===== config.mk =====
export PLATFORM = sky130hd
export DESIGN_NAME = bkt_engine_top
export DESIGN_NICKNAME = d
export VERILOG_FILES = /design/src/design/bkt_pkg.sv /design/src/design/bkt_cmd_fifo.sv /design/src/design/lvl_state_ram.sv /design/src/design/bkt_lvl_finder.sv /design/src/design/bkt_engine_top.sv
export SDC_FILE = /design/constraint.sdc
export NUM_CORES = 1
export LEC_CHECK = 0
export BUFFER_PORTS_ARGS = -buffer_cell sky130_fd_sc_hd__buf_4
export CAP_MARGIN = 20
export CORE_MARGIN = 5
export CORE_UTILIZATION = 45
export DETAILED_ROUTE_END_ITERATION = 8
export GPL_ROUTABILITY_DRIVEN = 0
export PLACE_DENSITY = 0.62
export SLEW_MARGIN = 5
export SYNTH_ARGS = -nofsm -noshare
export SYNTH_HDL_FRONTEND = slang
export SYNTH_HIERARCHICAL = 1
export SYNTH_SLANG_ARGS = --single-unit

===== constraint.sdc =====
create_clock -name clk -period 2.5 [get_ports clk]
set_clock_uncertainty 0.15 [all_clocks]
set_input_delay 0.25 -clock clk [delete_from_list [all_inputs] [get_ports clk]]
set_output_delay 0.25 -clock clk [all_outputs]
set_load 0.01 [all_outputs]

===== src/design/bkt_pkg.sv =====
//==========================================================================
// Backtrack engine package
// Widths, command opcodes and the structs shared by FIFO, finder and RAM
//==========================================================================
package bkt_pkg;

    localparam int LVL_W     = 4;                // Decision level, also RAM address
    localparam int BIN_W     = 8;                // Variable id
    localparam int LVL_DEPTH = 16;               // One state word per level
    localparam int CMD_DEPTH = 2;                // Command FIFO entries

    localparam int CMD_PTR_W = $clog2(CMD_DEPTH);
    localparam int CMD_CNT_W = $clog2(CMD_DEPTH + 1);

    typedef enum logic
    {
        OP_PUSH = 1'b0,                          // Record decision, clear has_bkt
        OP_FIND = 1'b1                           // Downward scan for unflipped level
    } bkt_op_e;

    // Host command, bin unused for FIND
    typedef struct packed
    {
        bkt_op_e            op;
        logic [LVL_W-1:0]   lvl;
        logic [BIN_W-1:0]   bin;
    } bkt_cmd_t;

    // RAM word, bin in the upper bits
    typedef struct packed
    {
        logic [BIN_W-1:0]   bin;
        logic               has_bkt;             // Decision already flipped
    } lvl_state_t;

    // FIND result, found low means UNSAT
    typedef struct packed
    {
        logic               found;
        logic [LVL_W-1:0]   lvl;
        logic [BIN_W-1:0]   bin;
    } bkt_res_t;

endpackage


===== src/design/bkt_cmd_fifo.sv =====
//==========================================================================
// Command FIFO
// Two-entry valid/ready buffer between host and backtrack finder
//==========================================================================
module bkt_cmd_fifo
    import bkt_pkg::*;
(
    input  logic        clk,
    input  logic        rst,

    input  logic        in_valid_i,
    output logic        in_ready_o,
    input  bkt_cmd_t    in_cmd_i,

    output logic        out_valid_o,
    input  logic        out_ready_i,
    output bkt_cmd_t    out_cmd_o
);

    bkt_cmd_t               mem [CMD_DEPTH];
    logic [CMD_PTR_W-1:0]   wr_ptr;
    logic [CMD_PTR_W-1:0]   rd_ptr;
    logic [CMD_CNT_W-1:0]   count;
    logic                   push;
    logic                   pop;

    function automatic logic [CMD_PTR_W-1:0] ptr_next(input logic [CMD_PTR_W-1:0] ptr);
        logic [CMD_PTR_W-1:0] nxt;
        if (ptr == CMD_PTR_W'(CMD_DEPTH - 1))
            nxt = '0;
        else
            nxt = ptr + 1'b1;
        return nxt;
    endfunction

    assign in_ready_o  = (count != CMD_CNT_W'(CMD_DEPTH));  // Stall host when full
    assign out_valid_o = (count != '0);
    assign out_cmd_o   = mem[rd_ptr];                        // Oldest entry

    assign push = in_valid_i && in_ready_o;
    assign pop  = out_valid_o && out_ready_i;

    always_ff @(posedge clk)
    begin
        if (push)
            mem[wr_ptr] <= in_cmd_i;
    end

    always_ff @(posedge clk)
    begin
        if (!rst)
        begin
            wr_ptr <= '0;
            rd_ptr <= '0;
            count  <= '0;
        end
        else
        begin
            if (push)
                wr_ptr <= ptr_next(wr_ptr);
            if (pop)
                rd_ptr <= ptr_next(rd_ptr);
            case ({push, pop})
                2'b10:   count <= count + 1'b1;
                2'b01:   count <= count - 1'b1;
                default: count <= count;             // Both or neither
            endcase
        end
    end

endmodule


===== src/design/lvl_state_ram.sv =====
//==========================================================================
// Level-state memory
// One word per decision level, registered read and single write port
//==========================================================================
module lvl_state_ram
    import bkt_pkg::*;
(
    input  logic                clk,

    input  logic [LVL_W-1:0]    rd_addr_i,
    output lvl_state_t          rd_data_o,

    input  logic                wr_en_i,
    input  logic [LVL_W-1:0]    wr_addr_i,
    input  lvl_state_t          wr_data_i
);

    lvl_state_t mem [LVL_DEPTH];

    always_ff @(posedge clk)
    begin
        if (wr_en_i)
            mem[wr_addr_i] <= wr_data_i;
    end

    // Data follows the address by one cycle
    always_ff @(posedge clk)
    begin
        rd_data_o <= mem[rd_addr_i];
    end

endmodule


===== src/design/bkt_lvl_finder.sv =====
//==========================================================================
// Backtrack level finder
// Executes PUSH writes and FIND scans, marks the level found, holds result
//==========================================================================
module bkt_lvl_finder
    import bkt_pkg::*;
(
    input  logic                clk,
    input  logic                rst,

    input  logic                cmd_valid_i,
    output logic                cmd_ready_o,
    input  bkt_cmd_t            cmd_i,

    output logic [LVL_W-1:0]    rd_addr_o,
    input  lvl_state_t          rd_data_i,

    output logic                wr_en_o,
    output logic [LVL_W-1:0]    wr_addr_o,
    output lvl_state_t          wr_data_o,

    output logic                res_valid_o,
    input  logic                res_ready_i,
    output bkt_res_t            res_o
);

    typedef enum logic [2:0]
    {
        IDLE,
        READ,                                    // Address on RAM read port
        CHECK,                                   // Test returned word
        MARK,                                    // Write back with has_bkt set
        RESP                                     // Wait for host to take result
    } find_state_e;

    find_state_e        state;
    logic [LVL_W-1:0]   lvl_cnt;
    bkt_res_t           res_q;
    logic               accept;
    logic               push_go;
    logic               find_go;
    logic               hit;
    logic               last_lvl;

    assign cmd_ready_o = (state == IDLE);
    assign accept      = cmd_valid_i && cmd_ready_o;
    assign push_go     = accept && (cmd_i.op == OP_PUSH);
    assign find_go     = accept && (cmd_i.op == OP_FIND);

    assign hit      = (state == CHECK) && !rd_data_i.has_bkt;
    assign last_lvl = (lvl_cnt == LVL_W'(1));    // Level 0 is root, never read

    assign rd_addr_o   = lvl_cnt;
    assign res_valid_o = (state == RESP);
    assign res_o       = res_q;

    always_ff @(posedge clk)
    begin
        if (!rst)
            state <= IDLE;
        else
        begin
            case (state)
                IDLE:
                begin
                    if (find_go)
                        state <= (cmd_i.lvl == '0) ? RESP : READ;
                end
                READ:
                    state <= CHECK;
                CHECK:
                begin
                    if (!rd_data_i.has_bkt)
                        state <= MARK;
                    else if (last_lvl)
                        state <= RESP;           // All flipped, UNSAT
                    else
                        state <= READ;
                end
                MARK:
                    state <= RESP;
                RESP:
                begin
                    if (res_ready_i)
                        state <= IDLE;
                end
                default:
                    state <= IDLE;
            endcase
        end
    end

    // Scan walks down one level per READ/CHECK pair
    always_ff @(posedge clk)
    begin
        if (find_go)
            lvl_cnt <= cmd_i.lvl;
        else if (state == CHECK && rd_data_i.has_bkt && !last_lvl)
            lvl_cnt <= lvl_cnt - 1'b1;
    end

    always_ff @(posedge clk)
    begin
        if (!rst)
            wr_en_o <= 1'b0;
        else
            wr_en_o <= push_go || hit;           // High during the cycle after, i.e. MARK
    end

    always_ff @(posedge clk)
    begin
        if (push_go)
        begin
            wr_addr_o <= cmd_i.lvl;
            wr_data_o <= '{bin: cmd_i.bin, has_bkt: 1'b0};
        end
        else if (hit)
        begin
            wr_addr_o <= lvl_cnt;
            wr_data_o <= '{bin: rd_data_i.bin, has_bkt: 1'b1};
        end
    end

    // Defaults to not found, overwritten on a hit
    always_ff @(posedge clk)
    begin
        if (find_go)
            res_q <= '0;
        else if (hit)
            res_q <= '{found: 1'b1, lvl: lvl_cnt, bin: rd_data_i.bin};
    end

endmodule


===== src/design/bkt_engine_top.sv =====
//==========================================================================
// Backtrack engine top
// Command FIFO, level finder and level-state RAM
//==========================================================================
module bkt_engine_top
    import bkt_pkg::*;
(
    input  logic        clk,
    input  logic        rst,

    input  logic        cmd_valid_i,
    output logic        cmd_ready_o,
    input  bkt_cmd_t    cmd_i,

    output logic        res_valid_o,
    input  logic        res_ready_i,
    output bkt_res_t    res_o
);

    logic               fifo_valid;
    logic               fifo_ready;
    bkt_cmd_t           fifo_cmd;

    logic [LVL_W-1:0]   rd_addr;
    lvl_state_t         rd_data;
    logic               wr_en;
    logic [LVL_W-1:0]   wr_addr;
    lvl_state_t         wr_data;

    bkt_cmd_fifo bkt_cmd_fifo_i
    (
        .clk         (clk),
        .rst         (rst),
        .in_valid_i  (cmd_valid_i),
        .in_ready_o  (cmd_ready_o),
        .in_cmd_i    (cmd_i),
        .out_valid_o (fifo_valid),
        .out_ready_i (fifo_ready),
        .out_cmd_o   (fifo_cmd)
    );

    bkt_lvl_finder bkt_lvl_finder_i
    (
        .clk         (clk),
        .rst         (rst),
        .cmd_valid_i (fifo_valid),
        .cmd_ready_o (fifo_ready),
        .cmd_i       (fifo_cmd),
        .rd_addr_o   (rd_addr),
        .rd_data_i   (rd_data),
        .wr_en_o     (wr_en),
        .wr_addr_o   (wr_addr),
        .wr_data_o   (wr_data),
        .res_valid_o (res_valid_o),
        .res_ready_i (res_ready_i),
        .res_o       (res_o)
    );

    lvl_state_ram lvl_state_ram_i
    (
        .clk       (clk),
        .rd_addr_i (rd_addr),
        .rd_data_o (rd_data),
        .wr_en_i   (wr_en),
        .wr_addr_i (wr_addr),
        .wr_data_i (wr_data)
    );

endmodule


==> results.sh, run 1 <==
export IMPL_ys_ff_latch=218
export IMPL_fmax_ghz=0.474
export IMPL_startpoint="bkt_lvl_finder_i/state[0]$_SDFFE_PN0P_"
export IMPL_via_per_inst=5.44
export IMPL_reg2reg_from="bkt_lvl_finder_i/state[0]$_SDFFE_PN0P_"
export IMPL_synth_top_area_cell="edfxtp_1"
export IMPL_syn_nets=473
export IMPL_post_route_drc_count=0
export IMPL_die_x_microns=147
export IMPL_htree_levels=1
export IMPL_drive_gt1_share_pct=25.5
export IMPL_dieArea_sq_mm=0.0215
export IMPL_grt_max_degree=39
export IMPL_cts_max_path_buffers=3
export IMPL_seq_area_sq_mm=0.00623
export IMPL_path_cells="or2_1 -> nor2_1 -> o21a_1 -> ha_1 -> or3_1 -> a21boi_1"
export IMPL_final_nets=554
export IMPL_tightestPinTransition_ns=0.695
export IMPL_rsz0062_at_grt="no"
export IMPL_crit_fanout=8
export IMPL_finalHoldViolations=0
export IMPL_multi_input_area_sq_mm=0.00201
export IMPL_dpl_cell_area_sq_mm=0.00905
export IMPL_setup_slack_ns=0.392
export IMPL_power_leakage_nw=3.45
export IMPL_drt_iter0_drc=285
export IMPL_antenna_left=0
export IMPL_powerDensity_mw_per_mm2=1110
export IMPL_clk_latency_ns=0.49
export IMPL_tns_ns=0
export IMPL_yosys_area_top_type_share_pct=66.3
export IMPL_cts_tree="yes"
export IMPL_grt_util_met2_pct=26.0
export IMPL_hold_class="register to register"
export IMPL_n_antenna_cell=0
export IMPL_arrival_ns=2.38
export IMPL_start_kind="register"
export IMPL_max_cap_violations=0
export IMPL_worst_path_max_delay_cell="dfxtp_1"
export IMPL_end_kind="register"
export IMPL_top_usage_layer="met2"
export IMPL_n_fill_cell=1430
export IMPL_period_minus_slack_ns=2.11
export IMPL_setup_worst_path_class="register to register"
export IMPL_antenna_found_initial=0
export IMPL_cpPeakStageDelay_ns=0.48
export IMPL_synthFlopType="edfxtp_1"
export IMPL_syn2layout_area_growth_pct=18.4
export IMPL_routed_wl_microns=16700
export IMPL_setup_violations_final=0
export IMPL_grt_met1_usage_pct=22.3
export IMPL_firstDrtPassIters=4
export IMPL_final_util_pct=53.7
export IMPL_crit_buf_inv=0
export IMPL_cts_sinks=218
export IMPL_cts_root_buffer="clkbuf_16"
export IMPL_grt_use_total_pct=15.8
export IMPL_io_pins=32
export IMPL_grt_overflow=0
export IMPL_status="finished clean"
export IMPL_die_h_microns=147
export IMPL_synthDistinctLibCells=50
export IMPL_start_util_pct=45.3
export IMPL_dr_total_vias=4268
export IMPL_numCtsBuffers=22
export IMPL_routedWlPerCell_microns=21.3
export IMPL_numPortBuffers=31
export IMPL_syn_avg_cell_area_sq_um=18.6
export IMPL_dpl_worst_slack_ns=0.411
export IMPL_coreArea_sq_mm=0.0186
export IMPL_yosysMostFrequentCell="edfxtp_1"
export IMPL_clk_pin_slew_worst_paths_ns=0.06
export IMPL_grt_pass1_vias=4502
export IMPL_required_ns=2.77
export IMPL_finalCritPeriodShare_pct=84.3
export IMPL_synth_edf_count=186
export IMPL_cts_resized_gates=0
export IMPL_syn_cell_area_sq_mm=0.00842
export IMPL_synth_area_leaders="edfxtp_1 66%, dfxtp_1 7.6%, mux4_2 5.6%"
export IMPL_final_area_sq_mm=0.00997
export IMPL_async_flop_share_pct=0
export IMPL_synth_commonest_cells="186 x edfxtp_1, 35 x nand2_1, 32 x dfxtp_1"
export IMPL_slew_headroom_pct=53.5
export IMPL_syn_inst=453
export IMPL_fp_row_count=50
export IMPL_dp_hpwl_microns=10800
export IMPL_seq_area_frac_synth_pct=74.0
export IMPL_yosysWarnings=6
export IMPL_finalMaxSlewViolations=0
export IMPL_grt_pass1_wl_microns=26300
export IMPL_max_vdd_ir_drop_mv=0.923
export IMPL_min_delay_start="bkt_lvl_finder_i/res_o[5]$_SDFFE_PP0P_"
export IMPL_met3_usage_pct=2.59
export IMPL_path_delay_family="simple AND/OR/NAND/NOR gates"
-- cell families (layout without fill, tap and decap cells) --
family	after synthesis	after routing	share of synthesized area, %
flip-flops	218	218	74.0
AND/OR/NAND/NOR	91	91	5.51
AO/OA/AOI/OAI	51	51	4.30
adder cells (fa/ha/maj)	3	3	0.446
buffers and inverters	28	125	2.21
multiplexers	57	57	13.0
XOR/XNOR	5	5	0.520
-- layout by cell type, fill, tap and decap left out, drive strengths merged, types with 2 or more instances in the layout --
cell type    netlist  layout
nand2             35      35
edfxtp           186     186
buf               15      60
nand2b             4       4
dlygate4sd3        0      16
a22oi             18      18
o21a               3       3
or2                2       2
and2               2       2
mux2i              4       4
dfxtp             32      32
a21boi             2       2
ha                 3       3
nor2b              4       4
nand3b             4       4
nor3b              3       3
xnor2              3       3
inv                9       9
nor4               2       2
clkbuf             3      29
bufinv             0       2
nand3              2       2
a22o               8       8
nor3               7       7
nor2              20      20
clkinv             0       9
a21oi             14      14
mux4              36      36
mux2              17      17
xor2               2       2
-- area by class of cell --
type                       instances  share of cell area, %
tap                              234                   2.94
inverter                           9                  0.339
sequential                       218                   62.4
clock buffer                      29                   6.51
clock inverter                    11                   1.07
timing repair buffer              76                   6.50
multi-input combinational        207                   20.2
-- per-stage QoR --
stage	std cells	hold WS, ns	total power [W]
after floorplan	453	0.199	0.00685
after global placement	728	0.285	0.00773
after detailed placement	728	0.288	0.00779
after CTS	784	0.314	0.0112
after global routing	784	0.329	0.0116
final	784	0.311	0.0110
-- worst paths after layout --
| kind | depth (start not counted) | slack, ns | end |
|---|---|---|---|
| worst min register to register | 2 | 0.31 | bkt_lvl_finder_i/res_o[5]$_SDFFE_PP0P_ |
| worst max register to register | 6 | 0.39 | bkt_cmd_fifo_i/count[1]$_SDFFE_PN0P_ |
| worst min-delay path | 2 | 0.31 | bkt_lvl_finder_i/res_o[5]$_SDFFE_PP0P_ |
| worst max-delay path | 6 | 0.39 | bkt_cmd_fifo_i/count[1]$_SDFFE_PN0P_ |
-- tightest hold or removal path: cells and delay by family, from the launching register on --
family	cells	cell delay, ns
and+or+nand+nor	1	0.05
DFF	1	0.31
AOI/OAI and AO/OA	1	0.06
-- per-layer routing --
metal | part of all wire (%) | wire length (microns) | up-vias
met5 | 0 | 0 | -
met4 | 2.0 | 337 | 0
met3 | 5.7 | 947 | 27
met2 | 49 | 8210 | 104
met1 | 43 | 7210 | 2167
li1 | - | - | 1970
-- flip-flops by register name, summed over array words and instances (netlist names), named ones only --
name,cells
bkt_lvl_finder_i/rd_addr_o,4
bkt_cmd_fifo_i/rd_ptr,1
bkt_cmd_fifo_i/mem,26
bkt_lvl_finder_i/wr_en_o,1
bkt_lvl_finder_i/res_o,13
lvl_state_ram_i/mem,144
bkt_lvl_finder_i/wr_addr_o,4
lvl_state_ram_i/rd_data_o,9
bkt_lvl_finder_i/state,3
bkt_cmd_fifo_i/count,2
bkt_lvl_finder_i/wr_data_o,9
bkt_cmd_fifo_i/wr_ptr,1
-- power breakdown --
group          internal [W]  leakage, nW  switching [W]
sequential          0.00473         1.96       0.000574
clock               0.00203        0.379        0.00129
combinational       0.00116         1.11        0.00125
total               0.00793         3.45        0.00312
-- timing repair --
item                      4_1_cts  5_1_grt
hold endpoints to repair       35        0
buffers inserted                0        0
hold buffers                   16        0
Power figures use the tool's default switching activity.
==> run 2: changes to the inputs <==
--- a/config.mk
+++ b/config.mk
@@ -5,13 +5,14 @@
 export SDC_FILE = /design/constraint.sdc
 export NUM_CORES = 1
 export LEC_CHECK = 0
+export ABC_AREA = 1
 export BUFFER_PORTS_ARGS = -buffer_cell sky130_fd_sc_hd__buf_4
 export CAP_MARGIN = 20
 export CORE_MARGIN = 5
 export CORE_UTILIZATION = 45
 export DETAILED_ROUTE_END_ITERATION = 8
 export GPL_ROUTABILITY_DRIVEN = 0
-export PLACE_DENSITY = 0.62
+export PLACE_DENSITY = 0.64
 export SLEW_MARGIN = 5
 export SYNTH_ARGS = -nofsm -noshare
 export SYNTH_HDL_FRONTEND = slang
==> constraint.sdc (replaced) <==
create_clock -name clk -period 1.9 [get_ports clk]
set_clock_uncertainty 0.15 [all_clocks]
set_input_delay 0.19 -clock clk [delete_from_list [all_inputs] [get_ports clk]]
set_output_delay 0.19 -clock clk [all_outputs]
set_load 0.01 [all_outputs]
==> run 2 against run 1 <==
  * Clock-buffer cell count is 1 higher
  * Largest power group unchanged
  * Synthesized area rose by 11%
  * Sequential power grew 32%
  * Final cell count rose by 56%
  * Sequential share of layout area fell by 5.9 points
==> results.sh, run 2 <==
export IMPL_status="finished clean"
export IMPL_finalMaxSlewViolations=0
export IMPL_antenna_found_initial=0
export IMPL_p_seq_share_pct=41.2
export IMPL_yosys_area_top_type_share_pct=59.7
export IMPL_synth_area_leaders="edfxtp_1 60%, nand2_1 9.4%, dfxtp_1 6.9%"
export IMPL_required_ns=1.56
export IMPL_n_antenna_cell=0
export IMPL_path_delay_family="flip-flops"
export IMPL_cts_max_path_buffers=3
export IMPL_final_cell_mix="234 x nand2_1, 186 x edfxtp_1, 135 x inv_1"
export IMPL_final_util_pct=54.1
export IMPL_worst_path_max_delay_cell="dfxtp_1"
export IMPL_finalHoldViolations=0
export IMPL_mostFrequentLayoutCell="nand2_1"
export IMPL_dp_hpwl_microns=12700
export IMPL_p_int_w=0.0112
export IMPL_start_util_pct=45.9
export IMPL_path_cells="inv_1 -> nor3_2 -> buf_4"
export IMPL_rsz0062_at_grt="no"
export IMPL_synth_edf_count=186
export IMPL_cts_sinks=218
export IMPL_powerDensity_mw_per_mm2=1530
export IMPL_drive_gt1_share_pct=17.7
export IMPL_firstDrtPassIters=6
export IMPL_crit_buf_inv=2
export IMPL_start_kind="register"
export IMPL_grt_overflow=0
export IMPL_synthDistinctLibCells=35
export IMPL_setup_violations_final=0
export IMPL_syn_avg_cell_area_sq_um=11.0
export IMPL_tightestPinTransition_ns=0.746
export IMPL_syn_inst=852
export IMPL_routed_wl_microns=19700
export IMPL_via_per_inst=4.84
export IMPL_clk_latency_ns=0.51
export IMPL_ys_ff_latch=218
export IMPL_slew_headroom_pct=50.3
export IMPL_post_route_drc_count=0
export IMPL_grt_pass1_wl_microns=31800
export IMPL_max_cap_violations=0
export IMPL_whs_ns=0.266
export IMPL_dieArea_sq_mm=0.0238
export IMPL_numPortBuffers=31
export IMPL_dr_total_vias=5930
export IMPL_power_leakage_nw=4.72
export IMPL_n_fill_cell=1747
export IMPL_grt_max_degree=29
export IMPL_cts_setup_buffers=0
export IMPL_htree_levels=1
export IMPL_finalCritPeriodShare_pct=89.6
export IMPL_grt_pass1_vias=5703
export IMPL_synthFlopType="edfxtp_1"
export IMPL_synth_commonest_cells="234 x nand2_1, 186 x edfxtp_1, 135 x inv_1"
export IMPL_cts_root_buffer="clkbuf_16"
export IMPL_cpPeakStageDelay_ns=0.39
export IMPL_die_h_microns=154
export IMPL_syn2layout_area_growth_pct=17.8
export IMPL_final_nets=957
export IMPL_fp_row_count=52
export IMPL_yosysMostFrequentCell="nand2_1"
export IMPL_antenna_left=0
export IMPL_syn_cell_area_sq_mm=0.00935
export IMPL_period_minus_slack_ns=1.70
export IMPL_io_pins=32
export IMPL_fmax_ghz=0.587
export IMPL_hold_class="input pin to register"
export IMPL_setup_worst_path_class="register to primary output"
export IMPL_routedWlPerCell_microns=16.1
export IMPL_regMostFlops="lvl_state_ram_i/mem"
export IMPL_seq_area_frac_synth_pct=66.6
export IMPL_crit_fanout=3
export IMPL_grt_use_total_pct=16.7
export IMPL_max_vdd_ir_drop_mv=1.09
export IMPL_clk_pin_slew_worst_paths_ns=0.05
export IMPL_synth_top_area_cell="edfxtp_1"
export IMPL_yosysWarnings=6
export IMPL_coreArea_sq_mm=0.0204
export IMPL_pwr_share_comb_pct=30.7
export IMPL_syn_nets=872
export IMPL_cts_tree="yes"
export IMPL_numCtsBuffers=24
export IMPL_swShare_pct=33.7
export IMPL_end_kind="primary output"
export IMPL_largest_reg_flops=144
export IMPL_p_sw_w=0.00570
export IMPL_arrival_ns=1.36
export IMPL_die_x_microns=154
export IMPL_tns_ns=0
export IMPL_drt_iter0_drc=311
export IMPL_clkPwrFrac_pct=28.1
export IMPL_async_flop_share_pct=0
[run 2: cell types whose count changed after synthesis, moves of 12 or more]
| cell | change |
|---|---|
| nand3_1 | +111 |
| nor2_1 | +12 |
| mux4_2 | -21 |
| nand2_1 | +199 |
| mux2_2 | -14 |
| inv_1 | +126 |
| o21ai_2 | +13 |
| mux4_1 | -15 |
| a22oi_1 | -18 |
[run 2: worst paths after layout]
check	start	endpoint	slack, ns	cells after the start
hold reg to reg	bkt_lvl_finder_i/res_o[12]$_SDFFE_PP0P_	bkt_lvl_finder_i/res_o[12]$_SDFFE_PP0P_	0.32	2
setup / recovery	bkt_lvl_finder_i/state[2]$_SDFFE_PN0P_	res_valid_o	0.20	3
setup reg to reg	register	bkt_lvl_finder_i/state[2]$_SDFFE_PN0P_	0.20	9
hold / removal	cmd_i[11]	bkt_cmd_fifo_i/mem[0][11]$_DFFE_PP_	0.27	2
[run 2: repair_timing]
| item | CTS | global route |
|---|---|---|
| setup endpoints to repair | 0 | 1 |
| hold endpoints to repair | 35 | 0 |
| hold buffers | 16 | 0 |
| resized for setup | 0 | 1 |
[run 2: metal layers]
layer / GRT usage [%] / wire length [microns]
met1: 24.3 / 9100
met2: 26.7 / 9190
met3: 2.75 / 1090
met4: 3.66 / 340
met5: 0 / 0
[run 2: stage by stage]
step	cells	total power (W)	setup WS [ns]	area, sq um
after floorplan	852	0.0104	0.00947	9350
after global placement	1165	0.0122	0.212	10000
after detailed placement	1165	0.0122	0.195	10000
after CTS	1224	0.0171	0.0519	11000
after global routing	1224	0.0179	0.0656	11000
final	1224	0.0169	0.197	11000
[run 2: cell type report]
cell class                      count  area [sq um]  area share [%]
Tap cell                          270           338            3.07
Timing Repair Buffer               91           786            7.13
Clock inverter                     13           160            1.45
Multi-Input combinational cell    458          2300            20.8
Inverter                          144           553            5.02
Clock buffer                       30           654            5.94
Sequential cell                   218          6230            56.5
[run 2: cells by family (layout without fill, tap and decap cells)]
| group | count (synthesis) | count (layout) | synth area share (%) |
|---|---|---|---|
| mux | 13 | 13 | 1.97 |
| fa+ha+maj | 3 | 3 | 0.401 |
| xor+xnor | 2 | 2 | 0.187 |
| simple gates | 400 | 400 | 18.9 |
| buf+inv | 176 | 278 | 8.91 |
| flops | 218 | 218 | 66.6 |
| compound gates | 40 | 40 | 3.01 |
[run 2: power groups by stage]
| stage | Sequential, W | Clock, W | Combinational, W |
|---|---|---|---|
| 3_3_place_gp | 0.00705 | 0 | 0.00511 |
| 3_5_place_dp | 0.00705 | 0 | 0.00518 |
| 4_1_cts | 0.00697 | 0.00484 | 0.00525 |
| 6_report | 0.00697 | 0.00475 | 0.00519 |
| 5_1_grt | 0.00705 | 0.00509 | 0.00576 |
| 2_1_floorplan | 0.00696 | 0 | 0.00345 |
==> run 3: changes to the inputs <==
--- a/config.mk
+++ b/config.mk
@@ -9,10 +9,10 @@
 export BUFFER_PORTS_ARGS = -buffer_cell sky130_fd_sc_hd__buf_4
 export CAP_MARGIN = 20
 export CORE_MARGIN = 5
-export CORE_UTILIZATION = 45
+export CORE_UTILIZATION = 56
 export DETAILED_ROUTE_END_ITERATION = 8
 export GPL_ROUTABILITY_DRIVEN = 0
-export PLACE_DENSITY = 0.64
+export PLACE_DENSITY = 0.77
 export SLEW_MARGIN = 5
 export SYNTH_ARGS = -nofsm -noshare
 export SYNTH_HDL_FRONTEND = slang
==> run 3 against run 2 <==
  * Cell area decreased by 1.8%
  * Fmax decreased by 7.3%
  * Critical path depth increased by 5
  * First-iteration DRC count increased by 84%
  * Worst hold slack got worse by 0.0036 ns
  * Utilization increased by 12 points
  * Worst setup slack got worse by 0.13 ns
  * Critical path type is now register to register
  * Critical endpoint is now lvl_state_ram_i/rd_data_o[8]$_DFF_P_
  * Highest routed layer unchanged
==> results.sh, run 3 (synthesis results as in run 2) <==
export IMPL_required_ns=2.19
export IMPL_htree_levels=1
export IMPL_p_total_w=0.0164
export IMPL_antenna_left=0
export IMPL_fp_row_count=47
export IMPL_hold_class="input pin to register"
export IMPL_start_kind="register"
export IMPL_crit_end="lvl_state_ram_i/rd_data_o[8]$_DFF_P_"
export IMPL_die_h_microns=139
export IMPL_cts_root_buffer="clkbuf_16"
export IMPL_post_route_drc_count=0
export IMPL_post_place_cells=1114
export IMPL_reg2reg_from="bkt_lvl_finder_i/rd_addr_o[0]$_DFFE_PP_"
export IMPL_cts_sinks=218
export IMPL_drive_gt1_share_pct=17.5
export IMPL_clk_pin_slew_worst_paths_ns=0.06
export IMPL_status="finished clean"
export IMPL_rsz0062_at_grt="no"
export IMPL_final_nets=954
export IMPL_grt_use_total_pct=20.5
export IMPL_start_util_pct=56.8
export IMPL_seq_area_sq_mm=0.00623
export IMPL_cts_max_path_buffers=3
export IMPL_max_cap_violations=0
export IMPL_grt_pass1_wl_microns=31400
export IMPL_dp_hpwl_microns=12600
export IMPL_drt_iter0_drc=572
export IMPL_numCtsBuffers=22
export IMPL_n_antenna_cell=0
export IMPL_clk_latency_ns=0.50
export IMPL_antenna_found_initial=0
export IMPL_numPortBuffers=31
export IMPL_tightestPinTransition_ns=0.763
export IMPL_firstDrtPassIters=5
export IMPL_largest_reg_flops=144
export IMPL_regMostFlops="lvl_state_ram_i/mem"
export IMPL_period_minus_slack_ns=1.84
export IMPL_arrival_ns=2.12
export IMPL_reg2reg_to="lvl_state_ram_i/rd_data_o[8]$_DFF_P_"
export IMPL_r2r_worst_path_cells=8
export IMPL_max_vdd_ir_drop_mv=0.799
export IMPL_die_x_microns=139
export IMPL_dpl_cell_area_sq_mm=0.00993
export IMPL_end_kind="register"
export IMPL_powerDensity_mw_per_mm2=1520
export IMPL_finalHoldViolations=0
export IMPL_routedWlPerCell_microns=17.0
export IMPL_cts_setup_buffers=0
export IMPL_final_cell_mix="234 x nand2_1, 186 x edfxtp_1, 135 x inv_1"
export IMPL_r2r_slack_ns=0.06
export IMPL_coreArea_sq_mm=0.0165
export IMPL_fmax_ghz=0.544
export IMPL_io_pins=32
export IMPL_grt_pass1_vias=5895
export IMPL_finalMaxSlewViolations=0
export IMPL_dieArea_sq_mm=0.0194
export IMPL_mostFrequentLayoutCell="nand2_1"
export IMPL_setup_worst_path_class="register to register"
export IMPL_tns_ns=0
export IMPL_via_per_inst=5.22
export IMPL_grt_overflow=0
export IMPL_stdcell_count=1169
export IMPL_dr_total_vias=6099
export IMPL_final_area_sq_mm=0.0108
export IMPL_finalCritPeriodShare_pct=96.7
export IMPL_power_leakage_nw=4.66
export IMPL_crit_fanout=19
export IMPL_grt_max_degree=47
export IMPL_slew_headroom_pct=49.2
export IMPL_setup_violations_final=0
export IMPL_routed_wl_microns=19800
export IMPL_syn2layout_area_growth_pct=15.7
export IMPL_n_fill_cell=1215
export IMPL_multi_input_area_sq_mm=0.00229
export IMPL_cts_tree="yes"
export IMPL_startpoint="bkt_lvl_finder_i/rd_addr_o[0]$_DFFE_PP_"
## run 3: how the worst min path moves through the flow
stage / from / to / depth (start not counted)
after floorplan: cmd_i[0] / bkt_cmd_fifo_i/mem[0][0]$_DFFE_PP_ / 0
after global placement: cmd_i[0] / bkt_cmd_fifo_i/mem[1][0]$_DFFE_PP_ / 1
after detailed placement: cmd_i[1] / bkt_cmd_fifo_i/mem[0][1]$_DFFE_PP_ / 1
after CTS: cmd_i[5] / bkt_cmd_fifo_i/mem[0][5]$_DFFE_PP_ / 2
after global routing: cmd_i[5] / bkt_cmd_fifo_i/mem[0][5]$_DFFE_PP_ / 2
final: cmd_i[10] / bkt_cmd_fifo_i/mem[1][10]$_DFFE_PP_ / 2
## run 3: worst max-delay path, cell delays in order, from the launching register on
cell and delay (ns):
edfxtp_1 0.56, inv_8 0.21, buf_4 0.19, nand2_1 0.06
nand2_1 0.09, nand2_1 0.07, nand3_1 0.09, nand3_1 0.21
nand2_1 0.13
## run 3: stage by stage
step           setup WS [ns]  hold WS (ns)  utilization [%]
3_3_place_gp           0.154         0.225             60.3
6_report              0.0630         0.262             65.7
4_1_cts                0.116         0.249             65.7
5_1_grt               0.0124         0.261             65.7
3_5_place_dp           0.116         0.228             60.3
2_1_floorplan        0.00947         0.139                -
## run 3: layout make-up
cell class | count | share of cell area [%]
Clock buffer | 25 | 5.39
Clock inverter | 14 | 1.35
Inverter | 144 | 5.11
Multi-Input combinational cell | 458 | 21.2
Sequential cell | 218 | 57.5
Tap cell | 220 | 2.54
Timing Repair Buffer | 90 | 6.88
## run 3: timing repair
action,CTS,global route
hold buffers,16,0
endpoints found under the setup margin,0,1
resized for setup,0,1
endpoints found under the hold margin,35,0
## run 3: power by group
group          internal [W]  switching (W)
Clock               0.00261        0.00175
Sequential          0.00633       0.000748
Combinational       0.00183        0.00316
## run 3: per-layer routing
metal | vias to the layer above | GRT usage (%) | part of all wire, %
met5 | - | 0 | 0
met4 | 0 | 5.10 | 2.0
met3 | 34 | 2.81 | 7.7
met2 | 252 | 34.5 | 50
met1 | 2880 | 28.4 | 41
li1 | 2933 | - | -
